**src/sorter_pkg.sv**
```systemverilog
//~~~~~~~~~~~~~~~~~~~~~~~~~~~~~~~~~~~~~~~~~~~~~~~~~~~~~~~~~~~~
// sorter package
// widths, stream beat, memory request bundles and the phase
// encoding shared by every block of the sorter unit
//~~~~~~~~~~~~~~~~~~~~~~~~~~~~~~~~~~~~~~~~~~~~~~~~~~~~~~~~~~~~

package sorter_pkg;

    localparam int DATA_WIDTH = 32;
    localparam int DEST_WIDTH = 8;
    // index range of the list store, lists of up to 256 words
    localparam int ADDR_WIDTH = 8;

    typedef logic signed [DATA_WIDTH-1:0] sort_data_t;

    typedef struct packed {
        sort_data_t            data;
        logic [DEST_WIDTH-1:0] dest;
        logic                  last;
    } stream_beat_t;

    typedef struct packed {
        logic                  en;
        logic [ADDR_WIDTH-1:0] addr;
        sort_data_t            data;
    } mem_write_t;

    typedef struct packed {
        logic                  en;
        logic [ADDR_WIDTH-1:0] addr;
    } mem_read_t;

    // length needs one extra bit so that a full store can be described
    typedef struct packed {
        logic                  valid;
        logic [ADDR_WIDTH:0]   length;
        logic [DEST_WIDTH-1:0] base_dest;
    } list_info_t;

    typedef enum logic [1:0] {
        PHASE_LOAD,
        PHASE_SORT,
        PHASE_UNLOAD
    } sorter_phase_t;

endpackage
```
**src/sort_loader.sv**
```systemverilog
//~~~~~~~~~~~~~~~~~~~~~~~~~~~~~~~~~~~~~~~~~~~~~~~~~~~~~~~~~~~~
// argument loader
// writes incoming beats into the list store, counts them and
// reports the finished list once the last beat arrives
//~~~~~~~~~~~~~~~~~~~~~~~~~~~~~~~~~~~~~~~~~~~~~~~~~~~~~~~~~~~~

`timescale 1ns/1ps

module sort_loader import sorter_pkg::*; #(
    parameter int MAX_SORT_LENGTH = 256
) (
    input  logic         clock,
    input  logic         reset,
    input  stream_beat_t arg,
    input  logic         arg_valid,
    output logic         arg_ready,
    input  logic         load_enable,
    output mem_write_t   wr,
    output list_info_t   list
);

    localparam logic [ADDR_WIDTH:0] MAX_LEN = (ADDR_WIDTH+1)'(MAX_SORT_LENGTH);

    logic [ADDR_WIDTH:0]   count;
    logic [DEST_WIDTH-1:0] base_dest;
    logic                  accept;
    logic                  room;
    logic                  list_valid;
    logic [ADDR_WIDTH:0]   list_length;
    logic [DEST_WIDTH-1:0] list_base;

    assign arg_ready = load_enable;
    assign accept    = arg_valid && arg_ready;
    assign room      = count < MAX_LEN;

    // beats beyond the limit are taken from the stream but never stored
    assign wr = '{en: accept && room, addr: count[ADDR_WIDTH-1:0], data: arg.data};

    assign list = '{valid: list_valid, length: list_length, base_dest: list_base};

    always_ff @(posedge clock) begin
        if (reset) begin
            count      <= '0;
            list_valid <= 1'b0;
        end else begin
            list_valid <= accept && arg.last;
            if (accept) begin
                if (arg.last) begin
                    count <= '0;
                end else if (room) begin
                    count <= count + 1'b1;
                end
            end
        end
    end

    always_ff @(posedge clock) begin
        if (accept && count == '0) begin
            base_dest <= arg.dest;
        end
        if (accept && arg.last) begin
            list_length <= room ? count + 1'b1 : count;
            // a single beat list has not latched its base yet
            list_base   <= (count == '0) ? arg.dest : base_dest;
        end
    end

    // the engine has to close the argument port as soon as a list is reported
    a_single_report: assert property (@(posedge clock) disable iff (reset)
        list.valid |=> !list.valid);

endmodule

```
**config.mk**
```make
export PLATFORM = sky130hd
export DESIGN_NAME = sort_loader
export DESIGN_NICKNAME = d
export VERILOG_FILES = /design/src/sorter_pkg.sv /design/src/sort_loader.sv
export SDC_FILE = /design/constraint.sdc
export NUM_CORES = 1
export LEC_CHECK = 0
export BUFFER_PORTS_ARGS = -buffer_cell sky130_fd_sc_hd__clkbuf_2
export CAP_MARGIN = 20
export CORE_ASPECT_RATIO = 0.6
export CORE_MARGIN = 2
export CORE_UTILIZATION = 25
export CTS_CLUSTER_SIZE = 25
export DETAILED_ROUTE_END_ITERATION = 6
export GPL_TIMING_DRIVEN = 1
export PLACE_DENSITY_LB_ADDON = 0.3
export REMOVE_ABC_BUFFERS = 1
export SETUP_SLACK_MARGIN = 0.4
export SYNTH_ARGS = -nofsm -noshare
export SYNTH_HDL_FRONTEND = slang
export SYNTH_SLANG_ARGS = --single-unit
```
**constraint.sdc**
```tcl
create_clock -name clock -period 1.82 [get_ports clock]
set_clock_uncertainty 0.1 [all_clocks]
set_input_delay 0.364 -clock clock [delete_from_list [all_inputs] [get_ports clock]]
set_output_delay 0.364 -clock clock [all_outputs]
set_load 0.02 [all_outputs]
```
-- Word level (Yosys, flattened, before mapping)
Cells that the tools add are included.
- add/sub/neg operators: 1
- magnitude comparators: 1
- mux-type cells: 3
- reduce and logical (&&, ||, !) cells: 5
- operators by type and width (operator ; count):
    $mux 9 ; 2
    $add 9x1->9 const B ; 1
    $logic_not 9->1 ; 1
    $lt 9x9->1 const B ; 1
    $mux 8 ; 1
    $logic_and 1x1->1 ; 4
- flip-flop bits (word level): 35
- output and inout port bits: 60
- logic and storage cells: 15

-- Longest topological paths before layout
- word-level depth: 3
- mapped depth: 5

-- Least setup slack after synthesis
OpenSTA, ideal clock, no wires.
- kind: reg-to-reg
- start: register count[3]
- end: register base_dest[0] (enable)
- library setup time: 370 ps
- arrival: 1448 ps
- data required time: 1350 ps
- slack: -98 ps
- cell stages (with the launch flop): 5
- buffers on the path: 1
- period minus slack after synthesis: 1918 ps
- path through: dfxtp_1 -> buf_2 -> nor4_1 -> nand4_2 -> nor2_1
- cells in the longest elaborated chain, start to end: 2
- ends and longest elaborated chain (what ; line ; RTL):
    start, declared ; sort_loader.sv:24 ; logic [ADDR_WIDTH:0] count;
    start signal, assigned ; sort_loader.sv:51 ; count <= count + 1'b1;
    $logic_not 9->1 ; sort_loader.sv:58 ; if (accept && count == '0) begin
    $logic_and 1x1->1 ; sort_loader.sv:58 ;
    end signal, assigned ; sort_loader.sv:59 ; base_dest <= arg.dest;
    end, declared ; sort_loader.sv:25 ; logic [DEST_WIDTH-1:0] base_dest;
No other way between the ends.
A chain may end at the register's enable or synchronous reset.

-- Worst setup path after layout
- start: register count[3]
- end: register list_base[2], data pin
- cells in the longest elaborated chain, start to end: 2
- ends and longest elaborated chain (what ; line ; RTL):
    $logic_not 9->1 ; sort_loader.sv:64 ; list_base <= (count == '0) ? arg.dest : base_dest;
    $mux 8 ; sort_loader.sv:64 ;
    end signal, assigned ; sort_loader.sv:64 ;
    end, declared ; sort_loader.sv:30 ; logic [DEST_WIDTH-1:0] list_base;
No other way between the ends.

==> results.py <==
metrics = {
    "global_routing": {
        "grt_antenna_before_repair": 0,
        "grt_use_total": 0.1278,
        "grt_pass1_vias": 1221,
        "grt_max_degree": 16,
        "globalRoute.totalOverflow": 0,
        "grt_pass1_wl_um": 7410,
    },
    "routing": {
        "wl_per_cell_um": 19.64,
        "drt-initial-drc-count": 91,
        "antenna_left": 0,
        "drt_first_pass_iters": 4,
        "vias": 1228,
        "drt_wl_total_um": 5263,
        "via_per_inst": 4.582,
        "drc": 0,
    },
    "worst_setup_path": {
        "path_cells": "nor4_4, nand4_4, buf_6, mux2_2",
        "path_buf_inv": 1,
        "crit_path_end_kind": "flop",
        "reg2reg_slack_ps": 230,
        "critical_path_arrival_ps": 1510,
        "r2r-start": "count[3]",
        "worstRegToRegCells": 4,
        "cpLargestDelayFamily": "simple AND/OR/NAND/NOR gates",
        "r2r_end": "list_base[2]",
        "path_class": "reg2reg",
        "critPathMaxStageDelay_ps": 330,
        "critPathMaxFanout": 4,
        "cpMaxStageDelayCell": "dfxtp_2",
        "cp_data_required_time_ps": 1750,
        "start_kind": "flop",
    },
    "power_and_ir_drop": {
        "p_per_area_nw_per_um2": 841.4,
        "p_leak_nw": 0.9728,
        "vdd.ir_drop.worst_uv": 367.8,
    },
    "hold_path": {
        "hp-class": "in2reg",
        "hold_depth": 1,
        "hold_end": "base_dest[6]",
        "min-delay-start": "arg[7]",
    },
    "timing": {
        "rsz0062_at_grt": "yes",
        "report.final.slew_viol_count": 0,
        "max_freq_ghz": 0.6299,
        "hold_viol_final": 0,
        "finalCriticalPeriod_ps": 1588,
        "setup_viol": 0,
        "holdWs_ps": 182.9,
        "fin_tns_setup_ps": 0,
        "slew_headroom": 0.8105,
        "finalCritPeriodShare": 0.8723,
        "tightestPinTransition_ps": 281.3,
    },
    "clock_network": {
        "clockRootBuffer": "clkbuf_16",
        "cts.reportedPaths.clkPinSlew_ps": 60,
        "cts_max_level": 2,
        "cts_tree": "done",
        "cts_buffer_depth": 2,
        "hold_buffers": 0,
        "cts_sinks": 35,
        "cts_buffers": 5,
        "clkLatencyLatePin_ps": 270,
    },
    "placed_design": {
        "gp_congestion": 0.7482,
        "hpwl_um": 3649,
        "dp_cells": 248,
        "io_buffers": 40,
        "place_area_um2": 1877,
    },
    "run": {
        "drv_cap": 0,
    },
    "floorplanning": {
        "die_area_um2": 7945,
        "rows": 23,
        "die_y_um": 69.85,
        "start_util": 0.2649,
        "die_w_um": 113.8,
        "coreArea_um2": 6820,
        "io_pins": 105,
    },
    "run_status": {
        "status": "complete, no violations",
    },
    "yosys": {
        "postSynthCellCount": 154,
        "netlist_top_cells_area": "edfxtp_1 (42%), buf_4 (17%), dfxtp_1 (11%)",
        "syn_avg_cell_area_um2": 11.73,
        "ys_seq_elements": 35,
        "synth_top_area_frac": 0.4155,
        "yosysWarnings": 0,
        "netlist_area_um2": 1807,
        "yosysUniqueCellTypes": 37,
        "yosys.area.top_type": "edfxtp_1",
        "yosysSeqAreaShare": 0.5263,
    },
    "final_layout": {
        "antenna_cells": 0,
        "fin_area_um2": 2356,
        "syn_to_final_growth_pct": 30.40,
        "stdcell_count": 268,
        "fillers": 660,
        "drive_above_1_share": 0.6133,
        "nets": 227,
    },
}
[synth_stat cells, drive strengths merged]
cell type and n:
buf 46, edfxtp 25, nor2 11, dfxtp 10, mux2 9, a21oi 6, xnor2 6, nand2 4
o21ai 4, a22oi 3, inv 3, or3 3, a31oi 2, ha 2, nand3 2, nand4 2
a41oi 1, and3 1, and3b 1, and4 1, and4b 1, clkbuf 1, nand2b 1, nand3b 1
nand4b 1, nor2b 1, nor3 1, nor4 1, o31a 1, or2 1, or4 1, xor2 1
[cell usage in the layout, fill, tap and decap left out, types with 3 or more instances in the layout]
cell       Yosys  layout
a21oi_2        1       3
inv_1          3       3
buf_4         42      16
edfxtp_1      25      25
o21ai_0        4       4
mux2_2         9       8
dfxtp_2        0       6
nor2_1        11      10
buf_6          1       9
clkbuf_2       0      34
clkbuf_16      0       5
xnor2_1        6       4
a21oi_1        5       3
[how the worst max path moves through the flow]
stage          startpoint            to  slack [ps]  depth (start not counted)
2_1_floorplan    count[2]  base_dest[0]        -140                          3
3_3_place_gp     count[8]  base_dest[7]          60                          4
3_5_place_dp     count[8]  base_dest[7]          20                          4
4_1_cts          count[3]  list_base[2]         240                          4
5_1_grt          count[3]  base_dest[7]         180                          4
6_report         count[3]  list_base[2]         230                          4
[layer usage]
layer	global-route usage	vias to the layer above	routed length [um]
met4	0.02981	0	31
met3	0.1181	4	847
met5	0.03333	-	0
met2	0.1437	76	2057
met1	0.1674	597	2326
li1	-	551	-
[repair_timing]
item | CTS | global route
pin swaps | 9 | 14
buffers inserted | 8 | 4
setup endpoints to repair | 33 | 35
resized for setup | 28 | 22
hold endpoints to repair | 0 | 0
[cells by family after synthesis]
| logic type | share of synthesized area |
|---|---|
| xor gates and xnor gates | 0.03393 |
| adders and majority gates | 0.01385 |
| and+or+nand+nor | 0.1143 |
| AOI/OAI and AO/OA | 0.05886 |
| buffers and inverters | 0.1967 |
| DFF | 0.5263 |
| muxes | 0.05610 |
[through the flow]
stage	power (W)	utilization	worst slack, ps
global placement	0.001016	0.2752	58.28
detailed placement	0.001016	0.2752	17.48
CTS	0.001995	0.3243	244.3
floorplan	0.0009541	-	-144.4
finish	0.001982	0.3454	232.4
global route	0.002057	0.3454	181.9
[sequential cells by signal, indices dropped and copies added, names as in the netlist]
signal,flops
list_valid,1
list_base,8
base_dest,8
count,9
list_length,9
[power breakdown]
part | leakage [nW] | switching [W] | internal (W)
registers | 0.320 | 0.00000630 | 0.000874
logic | 0.569 | 0.0000770 | 0.0000644
clock network | 0.0838 | 0.000316 | 0.000645
[final cells by class]
| type | count | area, um^2 | area share |
|---|---|---|---|
| timing repair buffer | 66 | 489.2 | 0.2076 |
| sequential | 35 | 965.9 | 0.4100 |
| clock buffer | 5 | 125.1 | 0.05311 |
| tap | 87 | 108.9 | 0.04620 |
| inverter | 3 | 11.26 | 0.004780 |
| clock inverter | 3 | 43.79 | 0.01859 |
| multi-input combinational | 69 | 611.8 | 0.2597 |
No activity file was read; power rests on OpenSTA's default activity.
