==> src/sorter_pkg.sv <==
//~~~~~~~~~~~~~~~~~~~~~~~~~~~~~~~~~~~~~~~~~~~~~~~~~~~~~~~~~~~~
// sorter package
// widths, stream beat, memory request bundles and the phase
// encoding shared by every block of the sorter unit
//~~~~~~~~~~~~~~~~~~~~~~~~~~~~~~~~~~~~~~~~~~~~~~~~~~~~~~~~~~~~

package sorter_pkg;

    localparam int DATA_WIDTH = 32;
    localparam int DEST_WIDTH = 8;
    // index range of the list store, lists of up to 256 words
    localparam int ADDR_WIDTH = 8;

    typedef logic signed [DATA_WIDTH-1:0] sort_data_t;

    typedef struct packed {
        sort_data_t            data;
        logic [DEST_WIDTH-1:0] dest;
        logic                  last;
    } stream_beat_t;

    typedef struct packed {
        logic                  en;
        logic [ADDR_WIDTH-1:0] addr;
        sort_data_t            data;
    } mem_write_t;

    typedef struct packed {
        logic                  en;
        logic [ADDR_WIDTH-1:0] addr;
    } mem_read_t;

    // length needs one extra bit so that a full store can be described
    typedef struct packed {
        logic                  valid;
        logic [ADDR_WIDTH:0]   length;
        logic [DEST_WIDTH-1:0] base_dest;
    } list_info_t;

    typedef enum logic [1:0] {
        PHASE_LOAD,
        PHASE_SORT,
        PHASE_UNLOAD
    } sorter_phase_t;

endpackage
==> src/sort_unloader.sv <==
//~~~~~~~~~~~~~~~~~~~~~~~~~~~~~~~~~~~~~~~~~~~~~~~~~~~~~~~~~~~~
// result unloader
// reads the sorted list in order and streams it out with
// incrementing destination addresses
//~~~~~~~~~~~~~~~~~~~~~~~~~~~~~~~~~~~~~~~~~~~~~~~~~~~~~~~~~~~~

`timescale 1ns/1ps

module sort_unloader import sorter_pkg::*; (
    input  logic         clock,
    input  logic         reset,
    input  list_info_t   start,
    output mem_read_t    rd,
    input  sort_data_t   rd_data,
    output stream_beat_t res,
    output logic         res_valid,
    input  logic         res_ready,
    output logic         unload_done
);

    logic                  active;
    logic                  pending;
    logic [ADDR_WIDTH:0]   rd_idx;
    logic [ADDR_WIDTH:0]   pend_idx;
    logic [ADDR_WIDTH:0]   length;
    logic [DEST_WIDTH-1:0] base_dest;
    logic                  slot_free;
    logic                  issue;
    logic                  last_sent;

    // a read is only issued when the output register will be empty on return
    assign slot_free = !res_valid || res_ready;
    assign issue     = active && !pending && slot_free && (rd_idx < length);
    assign last_sent = res_valid && res_ready && res.last;

    // element zero is fetched in the start cycle itself
    assign rd = '{
        en:   start.valid || issue,
        addr: start.valid ? '0 : rd_idx[ADDR_WIDTH-1:0]
    };

    always_ff @(posedge clock) begin
        if (reset) begin
            active      <= 1'b0;
            pending     <= 1'b0;
            rd_idx      <= '0;
            res_valid   <= 1'b0;
            unload_done <= 1'b0;
        end else begin
            pending     <= rd.en;
            unload_done <= last_sent;
            if (start.valid) begin
                active <= 1'b1;
                rd_idx <= (ADDR_WIDTH+1)'(1);
            end else if (issue) begin
                rd_idx <= rd_idx + 1'b1;
            end
            if (last_sent) begin
                active <= 1'b0;
            end
            if (pending) begin
                res_valid <= 1'b1;
            end else if (res_ready) begin
                res_valid <= 1'b0;
            end
        end
    end

    always_ff @(posedge clock) begin
        if (start.valid) begin
            length    <= start.length;
            base_dest <= start.base_dest;
        end
        if (rd.en) begin
            pend_idx <= start.valid ? '0 : rd_idx;
        end
        if (pending) begin
            res.data <= rd_data;
            // destination wraps around the address space
            res.dest <= base_dest + DEST_WIDTH'(pend_idx);
            res.last <= (pend_idx == length - 1'b1);
        end
    end

    a_res_stable: assert property (@(posedge clock) disable iff (reset)
        res_valid && !res_ready |=> res_valid && $stable(res));

endmodule

==> config.mk <==
export PLATFORM = sky130hd
export DESIGN_NAME = sort_unloader
export DESIGN_NICKNAME = d
export VERILOG_FILES = /design/src/sorter_pkg.sv /design/src/sort_unloader.sv
export SDC_FILE = /design/constraint.sdc
export NUM_CORES = 1
export LEC_CHECK = 0
export CELL_PAD_IN_SITES_DETAIL_PLACEMENT = 1
export CELL_PAD_IN_SITES_GLOBAL_PLACEMENT = 2
export CORE_MARGIN = 5
export CORE_UTILIZATION = 44
export DETAILED_ROUTE_END_ITERATION = 16
export DONT_BUFFER_PORTS = 1
export PLACE_DENSITY_LB_ADDON = 0.1
export SYNTH_ARGS = -nofsm -noshare
export SYNTH_HDL_FRONTEND = slang
export SYNTH_SLANG_ARGS = --single-unit
==> constraint.sdc <==
create_clock -name clock -period 3.4 [get_ports clock]
set_input_delay 0.17 -clock clock [delete_from_list [all_inputs] [get_ports clock]]
set_output_delay 0.17 -clock clock [all_outputs]
set_load 0.01 [all_outputs]
* Word level (Yosys, flattened, before mapping)
Index checks and enable logic that the tools add are counted.
Storage, ports and cells: ROM bits 0, memories kept 0, RAM bits 0, word-level logic and storage cells 35, output and inout bits 52, input port bits 53, bits in registers 80, bits in latches 0
Operators by class: muxes and demuxes 5, multiply operators 0, order comparisons 1, divide/modulo/power cells 0, equal/unequal tests 1, reductions and logical operators 13, add/subtract/negate cells 3, shift-type cells 0, bitwise logic cells 0
Operators with widths (number):
- 9-bit by 1-bit adder with 9-bit output (second input constant) | 1
- 9-bit == test | 1
- 9-bit < comparator | 1
- 9-bit by 1-bit subtractor with 9-bit output (second input constant) | 1
- 8-bit adder | 1
- 8-bit two-way mux | 1
- 1-bit logical AND | 5
- 1-bit two-way mux | 4
- 2-bit nonzero test | 2
- 2-bit OR reduction | 2
- 1-bit logical NOT | 2
- 1-bit logical OR | 2

* Depth between registers and ports, before layout
Gate-level depths: netlist of run 1.
depth after elaboration 6, depth in mapped cells 8, gate-level depth less buffers 8

* Worst setup path before layout of run 1
OpenSTA, ideal clock, no wires.
path type register to register, start reg pending, end reg pend_idx[0] (enable), data arrival time 1.940 ns, clock period less this slack 2.290 ns, slack 1.110 ns, stages on the path, launching flop included 6, cell sequence dfxtp_1 > a21oi_4 > nand4b_4 > buf_6 > or2_4 > nand2_1
RTL lines:
- start, declared | RTL line sort_unloader.sv:22 | logic pending;
- start signal, assigned | RTL line sort_unloader.sv:50 | pending <= rd.en;
- end signal, assigned | RTL line sort_unloader.sv:75 | pend_idx <= start.valid ? '0 : rd_idx;
- end, declared | RTL line sort_unloader.sv:24 | logic [ADDR_WIDTH:0] pend_idx;

==> impl_metrics.yaml, run 1 <==
global_route:
  grt_pass1_vias: 2421
  grt_antenna_before_repair: 0
  overflow: 0
  grt_max_degree: 42
  grt_pass1_wl_mm: 12.4
  grt_usage: 0.165
timing:
  drv_slew: 0
  rsz0062_at_grt: "no"
  period_share: 0.784
  setup_viol: 0
  timing.setup.tns_ns: 0
  worst_pin_slew_ns: 0.521
  clock_skew_ns: 0.00799
  fin_hold_ws_ns: 0.0531
  slew_headroom: 0.653
  hold_viol_final: 0
  period_needed_ns: 2.66
  fmax_mhz: 375
synth:
  syn_avg_cell_area_um2: 13.5
  ys.flop_type: "edfxtp_1"
  synth_commonest_cells: "edfxtp_1 (67), inv_1 (19), nor2b_1 (19), ha_1 (17), a21oi_1 (16)"
  ys_types: 45
  yosysSeqAreaShare: 0.650
  synth_cells: 260
  synth.most_common_cell: "edfxtp_1"
  synth_top_area_frac: 0.575
  synth_edf_count: 67
  syn-num-nets: 331
  synthTopCellsByArea: "edfxtp_1 (58%), dfxtp_1 (7.4%), ha_1 (6.1%)"
  synth_area_um2: 3500
  synth_top_area_cell: "edfxtp_1"
  ys_ff_latch: 80
  synthArstFlopShare: 0
  ys_warn_count: 0
drt:
  drtAntennaViolNets: 0
  dr.pass1.iters: 4
  drt-total-wl_mm: 8.10
  viasPerCell: 5.21
  num_vias: 2228
  drc: 0
  wl_per_cell_um: 18.9
  drtIter0Drc: 39
die:
  start_util: 0.453
  die_w_um: 99.2
  dieArea_um2: 9830
  die_h_um: 99.2
  core_area_um2: 7730
  core.rowCount: 32
  io_pins: 105
layout:
  fin_area_um2: 4380
  final_nets: 392
  fillers: 792
  area_delta_synth_final_pct: 25.3
  multiInputGateArea_um2: 1130
  antenna_cells: 0
  drive_gt1_frac: 0.0828
  seq_area_um2: 2270
setup_path:
  slowest_stage: "edfxtp_1"
  slowest_delay_ns: 0.43
  path_cells: "inv_1 > ha_1 > a21o_1 > a21oi_2 > nand4b_4 > or2_4 > nand2_1"
  required_ns: 3.23
  crit_fanout: 17
  endpoint_kind: "output port"
  path_class: "register to output port"
  cp-start-kind: "register"
  cp_num_buf_inv: 1
  cp_data_arrival_time_ns: 2.49
  critical_path.top_delay_family: "simple AND/OR/NAND/NOR gates"
power:
  p_leak_nw: 1.59
  powerDensity_nw_per_um2: 501
  power.total_mw: 2.19
  max-vdd-ir-drop_uv: 287
placed_design:
  post_dp_cell_area_um2: 3610
  gp_congestion: 0.735
  dp_hpwl_mm: 5.15
  io_buffers: 0
cts:
  cts_buffers: 9
  post_cts_buffers: 0
  cts-root-buf: "clkbuf_8"
  cts_resized: 0
  max-clock-path-buffers: 2
  ctsHoldBuffers: 52
  htreeDepth: 3
  path_clk_slew_ns: 0.09
  cts.sink_count: 80
  insertion_delay_ns: 0.35
  tritoncts: "built"
outcome:
  status: "complete, no violations"
flow_run:
  maxCapViolCount: 0
min_path:
  min_path_type: "primary input to register"
-- routing by layer --
metal  share of wire  wire length [um]  global-route usage  up-vias
li1                -                 -                   -     1079
met4          0.0078                63              0.0368        0
met1            0.39              3170               0.181     1080
met2            0.56              4530               0.306       63
met5               0                 0                   0        -
met3           0.041               336              0.0561        6
-- sequential cells by signal, indices dropped and copies added, names as in the netlist --
| name | flops |
|---|---|
| res_valid | 1 |
| rd_idx | 9 |
| base_dest | 8 |
| pend_idx | 9 |
| active | 1 |
| unload_done | 1 |
| res | 41 |
| pending | 1 |
| length | 9 |
-- layout by cell type (no fill, tap or decap), types with 2 or more instances in the layout --
| cell | netlist | routed |
|---|---|---|
| dfxtp_1 | 13 | 12 |
| nor2b_1 | 19 | 19 |
| o311ai_0 | 2 | 2 |
| and3_1 | 3 | 3 |
| and2_1 | 2 | 2 |
| clkbuf_8 | 0 | 9 |
| nand2_1 | 9 | 9 |
| bufinv_16 | 0 | 2 |
| xor2_1 | 2 | 2 |
| nor3_1 | 2 | 2 |
| nand3_1 | 7 | 7 |
| dlygate4sd3_1 | 0 | 52 |
| nand4_1 | 5 | 5 |
| o211ai_1 | 2 | 2 |
| inv_6 | 0 | 2 |
| a21oi_1 | 16 | 16 |
| nand2b_1 | 4 | 4 |
| edfxtp_1 | 67 | 67 |
| nor4_1 | 2 | 2 |
| o21ai_0 | 5 | 5 |
| inv_1 | 19 | 19 |
| a21o_1 | 2 | 2 |
| or4_1 | 6 | 6 |
| o31ai_1 | 7 | 7 |
| buf_4 | 0 | 2 |
| ha_1 | 17 | 17 |
| nor2_1 | 13 | 13 |
| xnor2_1 | 13 | 13 |
-- tightest hold or removal path, stage by stage --
cell	delay, ns
nor2_1	0.04
nand2_1	0.07
o21ai_0	0.07
-- cell type report --
type / instances / area share
sequential: 80 / 0.519
inverter: 19 / 0.0163
clock buffer: 9 / 0.0283
clock inverter: 7 / 0.0234
tap: 102 / 0.0291
timing repair buffer: 55 / 0.127
multi-input combinational: 156 / 0.257
-- stage by stage --
stage          std cells  setup WS [ns]   util
2_1_floorplan        260           1.11      -
3_3_place_gp         359          0.981  0.468
3_5_place_dp         359          0.894  0.468
4_1_cts              427          0.704  0.566
5_1_grt              428          0.543  0.567
6_report             428          0.735  0.567
-- kinds of logic (layout without fill, tap and decap cells) --
family	Yosys count	in the layout	share of synthesized area
adder cells (fa/ha/maj)	18	18	0.0665
buffers and inverters	24	90	0.0283
flip-flops	80	80	0.650
AO/OA/AOI/OAI	42	42	0.0805
AND/OR/NAND/NOR	80	80	0.135
multiplexers	1	1	0.00286
XOR/XNOR	15	15	0.0376
-- worst paths after layout --
kind                            depth (start not counted)  startpoint          end  slack (ns)
worst max-delay path                                    7   length[7]        rd[8]        0.74
worst min-delay path                                    3       reset    rd_idx[1]        0.05
worst max register to register                          7   length[7]  pend_idx[7]        0.89
worst min register to register                          2   rd_idx[8]    rd_idx[8]        0.52
-- power breakdown --
part	total (mW)	switching [mW]	leakage, nW	internal (mW)
clock	0.789	0.365	0.116	0.424
combinational	0.211	0.107	0.721	0.105
sequential	1.19	0.0550	0.756	1.14
No activity file was read; power rests on OpenSTA's default activity.
==> run 2: changes to the inputs <==
--- a/config.mk
+++ b/config.mk
@@ -5,10 +5,11 @@
 export SDC_FILE = /design/constraint.sdc
 export NUM_CORES = 1
 export LEC_CHECK = 0
+export ABC_AREA = 1
 export CELL_PAD_IN_SITES_DETAIL_PLACEMENT = 1
 export CELL_PAD_IN_SITES_GLOBAL_PLACEMENT = 2
 export CORE_MARGIN = 5
-export CORE_UTILIZATION = 44
+export CORE_UTILIZATION = 36
 export DETAILED_ROUTE_END_ITERATION = 16
 export DONT_BUFFER_PORTS = 1
 export PLACE_DENSITY_LB_ADDON = 0.1
==> constraint.sdc (replaced) <==
create_clock -name clock -period 2.45 [get_ports clock]
set_input_delay 0.1225 -clock clock [delete_from_list [all_inputs] [get_ports clock]]
set_output_delay 0.1225 -clock clock [all_outputs]
set_load 0.01 [all_outputs]
==> impl_metrics.yaml, run 2 <==
outcome:
  status: "complete, no violations"
setup_path:
  critical_path.top_delay_family: "buffers and inverters"
  slowest_stage: "dlygate4sd3_1"
  endpoint_kind: "register"
  r2r_slack_ns: 0.27
  crit_fanout: 10
  crit_start: "length[6]"
  reg2reg_to: "pending"
  cp_num_buf_inv: 3
  cp_data_arrival_time_ns: 2.47
  cp-start-kind: "register"
  reg2reg_from: "length[6]"
  path_cells: "inv_1 > ha_1 > nand2_1 > inv_1 > o21bai_1 > nand2_1 > nor2_8 > nand2_8 > a21oi_1 > dlygate4sd3_1"
  path_class: "register to register"
  required_ns: 2.74
  slowest_delay_ns: 0.55
  reg2reg_depth: 10
drt:
  drt-total-wl_mm: 8.34
  dr.pass1.iters: 4
  drtIter0Drc: 113
  num_vias: 2380
  drtAntennaViolNets: 0
  wl_per_cell_um: 16.2
  drc: 0
  viasPerCell: 4.61
layout:
  final_util: 0.462
  finalNonFillerCells: 516
  final_nets: 449
  antenna_cells: 0
  final_cell_mix: "edfxtp_1 (67), nand2_1 (62), dlygate4sd3_1 (52)"
  fin_area_um2: 4510
  largest-register: "res"
  fillers: 1071
  largest_register_ffs: 41
  area_delta_synth_final_pct: 25.4
  drive_gt1_frac: 0.0836
  final_common_cell: "edfxtp_1"
die:
  die_w_um: 110
  start_util: 0.368
  die_h_um: 110
  core.rowCount: 36
  core_area_um2: 9770
  dieArea_um2: 12100
  io_pins: 105
placed_design:
  dp_hpwl_mm: 5.84
  dp_cells: 447
  io_buffers: 0
  post_dp_cell_area_um2: 3760
  gp_congestion: 0.730
  pre_cts_ws_ns: 0.468
timing:
  setup_viol: 0
  drv_slew: 0
  worst_pin_slew_ns: 0.502
  period_share: 0.891
  period_needed_ns: 2.18
  fmax_mhz: 458
  hold_viol_final: 0
  fin_ws_ns: 0.268
  timing.setup.tns_ns: 0
  slew_headroom: 0.665
  rsz0062_at_grt: "no"
  clock_skew_ns: 0.0101
synth:
  synthTopCellsByArea: "edfxtp_1 (56%), dfxtp_1 (7.2%), nand2_1 (6.5%)"
  synth_area_um2: 3600
  ys_warn_count: 0
  yosysSeqAreaShare: 0.631
  ys_ff_latch: 80
  syn_avg_cell_area_um2: 11.4
  synth_top_area_cell: "edfxtp_1"
  ys_types: 31
  synthArstFlopShare: 0
  synth_edf_count: 67
  synth_cells: 315
  ys.flop_type: "edfxtp_1"
  synth.most_common_cell: "edfxtp_1"
  syn-num-nets: 386
  synth_commonest_cells: "edfxtp_1 (67), nand2_1 (62), inv_1 (40), nor2_1 (33), nand3_1 (25)"
  synth_top_area_frac: 0.559
min_path:
  hold_start: "start[17]"
  min_path_type: "primary input to register"
  holdPathEnd: "base_dest[5]"
  holdPathStages: 1
cts:
  cts_buffers: 9
  max-clock-path-buffers: 2
  path_clk_slew_ns: 0.10
  htreeDepth: 3
  ctsHoldBuffers: 53
  cts.sink_count: 80
  cts_resized: 0
  insertion_delay_ns: 0.35
  cts-root-buf: "clkbuf_8"
  tritoncts: "built"
  post_cts_buffers: 0
global_route:
  grt_pass1_wl_mm: 12.5
  grt.met1_usage: 0.159
  grtUsageMet2: 0.260
  grt_pass1_vias: 2481
  grt_antenna_before_repair: 0
  groute.layer.met3.usage: 0.0367
  top_usage_layer: "met2"
  grt_usage: 0.140
  grt_max_degree: 42
  overflow: 0
power:
  p_leak_nw: 1.83
  powerDensity_nw_per_um2: 660
  max-vdd-ir-drop_uv: 295
flow_run:
  maxCapViolCount: 0
## run 2: changes by cell type after synthesis, moves of 9 or more
cell / change
nor2b_1: -19
nor2_1: +20
xor2_1: +10
nand3_1: +18
nand2_1: +53
inv_1: +21
xnor2_1: -9
## run 2: through the flow
step           hold WS (ns)  power (mW)
2_1_floorplan         0.192        1.85
3_3_place_gp          0.192        1.90
3_5_place_dp          0.191        1.90
4_1_cts              0.0781        3.03
5_1_grt              0.0664        3.13
6_report             0.0943        2.98
## run 2: worst reg2reg max path, delay by kind of cell (launching register included)
kind	cells	cell delay (ns)
adder cells (fa/ha/maj)	1	0.25
AO/OA/AOI/OAI	2	0.23
AND/OR/NAND/NOR	4	0.53
flip-flops	1	0.42
buffers and inverters	3	0.70
## run 2: layer usage
layer | wire, um | part of all wire
met5 | 0 | 0
met4 | 80 | 0.0096
met3 | 347 | 0.042
met2 | 4450 | 0.53
met1 | 3460 | 0.41
## run 2: cells by family (layout without fill, tap and decap cells)
| logic type | Yosys count | after routing | share of synthesized area |
|---|---|---|---|
| buffers and inverters | 44 | 112 | 0.0469 |
| AOI/OAI and AO/OA | 23 | 23 | 0.0379 |
| adders and majority gates | 18 | 18 | 0.0647 |
| and+or+nand+nor | 133 | 133 | 0.174 |
| DFF | 80 | 80 | 0.631 |
| xor gates and xnor gates | 17 | 17 | 0.0455 |
## run 2: worst max path at each step
stage                        to  slack, ns  cells after the start
floorplan           pend_idx[0]       0.51                      5
global placement    pend_idx[0]       0.52                      9
detailed placement  pend_idx[0]       0.47                      9
CTS                     pending       0.23                     10
global route            pending       0.08                     10
finish                  pending       0.27                     10
## run 2: report_power, final
group / switching, mW / internal, mW
combinational: 0.159 / 0.142
sequential: 0.0692 / 1.58
clock: 0.536 / 0.492
total: 0.764 / 2.21
## run 2: layout make-up
type                            instances  area (um^2)  share of cell area
Sequential cell                        80         2270               0.504
Multi-Input combinational cell        191         1160               0.257
Clock inverter                          7         85.1              0.0189
Inverter                               42          158              0.0349
Timing Repair Buffer                   54          548               0.121
Tap cell                              133          166              0.0369
Clock buffer                            9          124              0.0275
==> run 3: changes to the inputs <==
--- a/config.mk
+++ b/config.mk
@@ -5,11 +5,10 @@
 export SDC_FILE = /design/constraint.sdc
 export NUM_CORES = 1
 export LEC_CHECK = 0
-export ABC_AREA = 1
 export CELL_PAD_IN_SITES_DETAIL_PLACEMENT = 1
-export CELL_PAD_IN_SITES_GLOBAL_PLACEMENT = 2
+export CELL_PAD_IN_SITES_GLOBAL_PLACEMENT = 1
 export CORE_MARGIN = 5
-export CORE_UTILIZATION = 36
+export CORE_UTILIZATION = 45
 export DETAILED_ROUTE_END_ITERATION = 16
 export DONT_BUFFER_PORTS = 1
 export PLACE_DENSITY_LB_ADDON = 0.1
==> impl_metrics.yaml, run 3 (synthesized netlist as in run 1, its figures left out) <==
outcome:
  status: "complete, no violations"
global_route:
  grt_pass1_wl_mm: 12.7
  grt_usage: 0.172
  grt_pass1_vias: 2427
  grt_max_degree: 42
  overflow: 0
  grt_antenna_before_repair: 0
layout:
  final_nets: 402
  final_cell_mix: "edfxtp_1 (67), dlygate4sd3_1 (52), inv_1 (19), nor2b_1 (19), ha_1 (17)"
  area_delta_synth_final_pct: 27.2
  largest_register_ffs: 41
  fillers: 764
  drive_gt1_frac: 0.110
  antenna_cells: 0
  multiInputGateArea_um2: 1140
  finalNonFillerCells: 438
  seq_area_um2: 2270
  largest-register: "res"
  final_common_cell: "edfxtp_1"
timing:
  setup_viol: 0
  clock_skew_ns: 0.0123
  fin_ws_ns: 0.148
  fin_hold_ws_ns: 0.0258
  period_needed_ns: 2.30
  rsz0062_at_grt: "no"
  drv_slew: 0
  worst_pin_slew_ns: 0.501
  slew_headroom: 0.666
  period_share: 0.940
  timing.setup.tns_ns: 0
  fmax_mhz: 434
  hold_viol_final: 0
min_path:
  holdPathStages: 2
  min_path_type: "primary input to register"
  hold_start: "reset"
  holdPathEnd: "rd_idx[7]"
setup_path:
  endpoint_kind: "output port"
  r2r_slack_ns: 0.25
  reg2reg_from: "length[7]"
  crit_fanout: 10
  slowest_stage: "edfxtp_1"
  cp-start-kind: "register"
  reg2reg_to: "rd_idx[3]"
  path_cells: "inv_1 > ha_1 > a21o_1 > a21oi_2 > nand4b_4 > or2_4 > nand2_8 > buf_4"
  required_ns: 2.33
  path_class: "register to output port"
  reg2reg_depth: 8
  slowest_delay_ns: 0.44
  cp_data_arrival_time_ns: 2.18
die:
  start_util: 0.457
  die_w_um: 98.2
  core.rowCount: 32
  core_area_um2: 7650
  dieArea_um2: 9630
  die_h_um: 98.2
  io_pins: 105
placed_design:
  pre_cts_ws_ns: 0.179
  gp_congestion: 0.761
  dp_cells: 368
  dp_hpwl_mm: 5.36
  io_buffers: 0
drt:
  drtAntennaViolNets: 0
  drt-total-wl_mm: 8.23
  drtIter0Drc: 59
  wl_per_cell_um: 18.8
  drc: 0
  viasPerCell: 5.16
  dr.pass1.iters: 4
  num_vias: 2259
cts:
  max-clock-path-buffers: 2
  tritoncts: "built"
  cts-root-buf: "clkbuf_8"
  cts.sink_count: 80
  insertion_delay_ns: 0.35
  htreeDepth: 3
  path_clk_slew_ns: 0.09
  cts_buffers: 9
power:
  max-vdd-ir-drop_uv: 300
  p_leak_nw: 1.63
  powerDensity_nw_per_um2: 665
  power.total_mw: 2.96
flow_run:
  maxCapViolCount: 0
==> run 3: repair_timing <==
item                                    4_1_cts  5_1_grt
endpoints found under the setup margin        1        1
endpoints found under the hold margin        82        0
hold buffers                                 53        0
buffers inserted                              0        1
cloned                                        0        0
gates resized for setup                       2        1
pin swaps                                     0        0
==> run 3: how the worst max path moves through the flow <==
stage          depth (start not counted)  slack, ns          end       from
2_1_floorplan                          5       0.16  pend_idx[0]    pending
3_3_place_gp                           7       0.27  pend_idx[0]  length[7]
3_5_place_dp                           7       0.18  pend_idx[1]  length[7]
4_1_cts                                8       0.07        rd[8]  length[7]
5_1_grt                                8       0.02        rd[8]  length[7]
6_report                               8       0.15        rd[8]  length[7]
==> run 3: worst max-delay path: cells and delay by family, from the launching register on <==
family | cells | cell delay, ns
AO/OA/AOI/OAI | 2 | 0.39
adder cells (fa/ha/maj) | 1 | 0.24
buffers and inverters | 2 | 0.21
flip-flops | 1 | 0.44
AND/OR/NAND/NOR | 3 | 0.54
==> run 3: metrics by stage <==
stage | cell area (um^2) | utilization
CTS | 4430 | 0.580
floorplan | 3500 | -
global route | 4450 | 0.582
global placement | 3680 | 0.481
finish | 4450 | 0.582
detailed placement | 3680 | 0.481
==> run 3: where the power goes <==
group | switching [mW] | internal [mW] | total, mW | leakage [nW]
clock | 0.520 | 0.482 | 1.00 | 0.0994
sequential | 0.0743 | 1.58 | 1.65 | 0.756
combinational | 0.151 | 0.153 | 0.305 | 0.778
total | 0.746 | 2.21 | 2.96 | 1.63
==> run 3: final cells by class <==
type | instances | area share
Sequential cell | 80 | 0.511
Multi-Input combinational cell | 156 | 0.257
Timing Repair Buffer | 65 | 0.142
Tap cell | 102 | 0.0287
Clock buffer | 9 | 0.0278
Clock inverter | 7 | 0.0177
Inverter | 19 | 0.0160
==> run 3: routing by layer <==
| metal | global-route usage | wire [um] | up-vias |
|---|---|---|---|
| li1 | - | - | 1102 |
| met5 | 0 | 0 | - |
| met4 | 0.0557 | 106 | 0 |
| met1 | 0.202 | 3390 | 1098 |
| met3 | 0.0443 | 243 | 10 |
| met2 | 0.306 | 4500 | 49 |
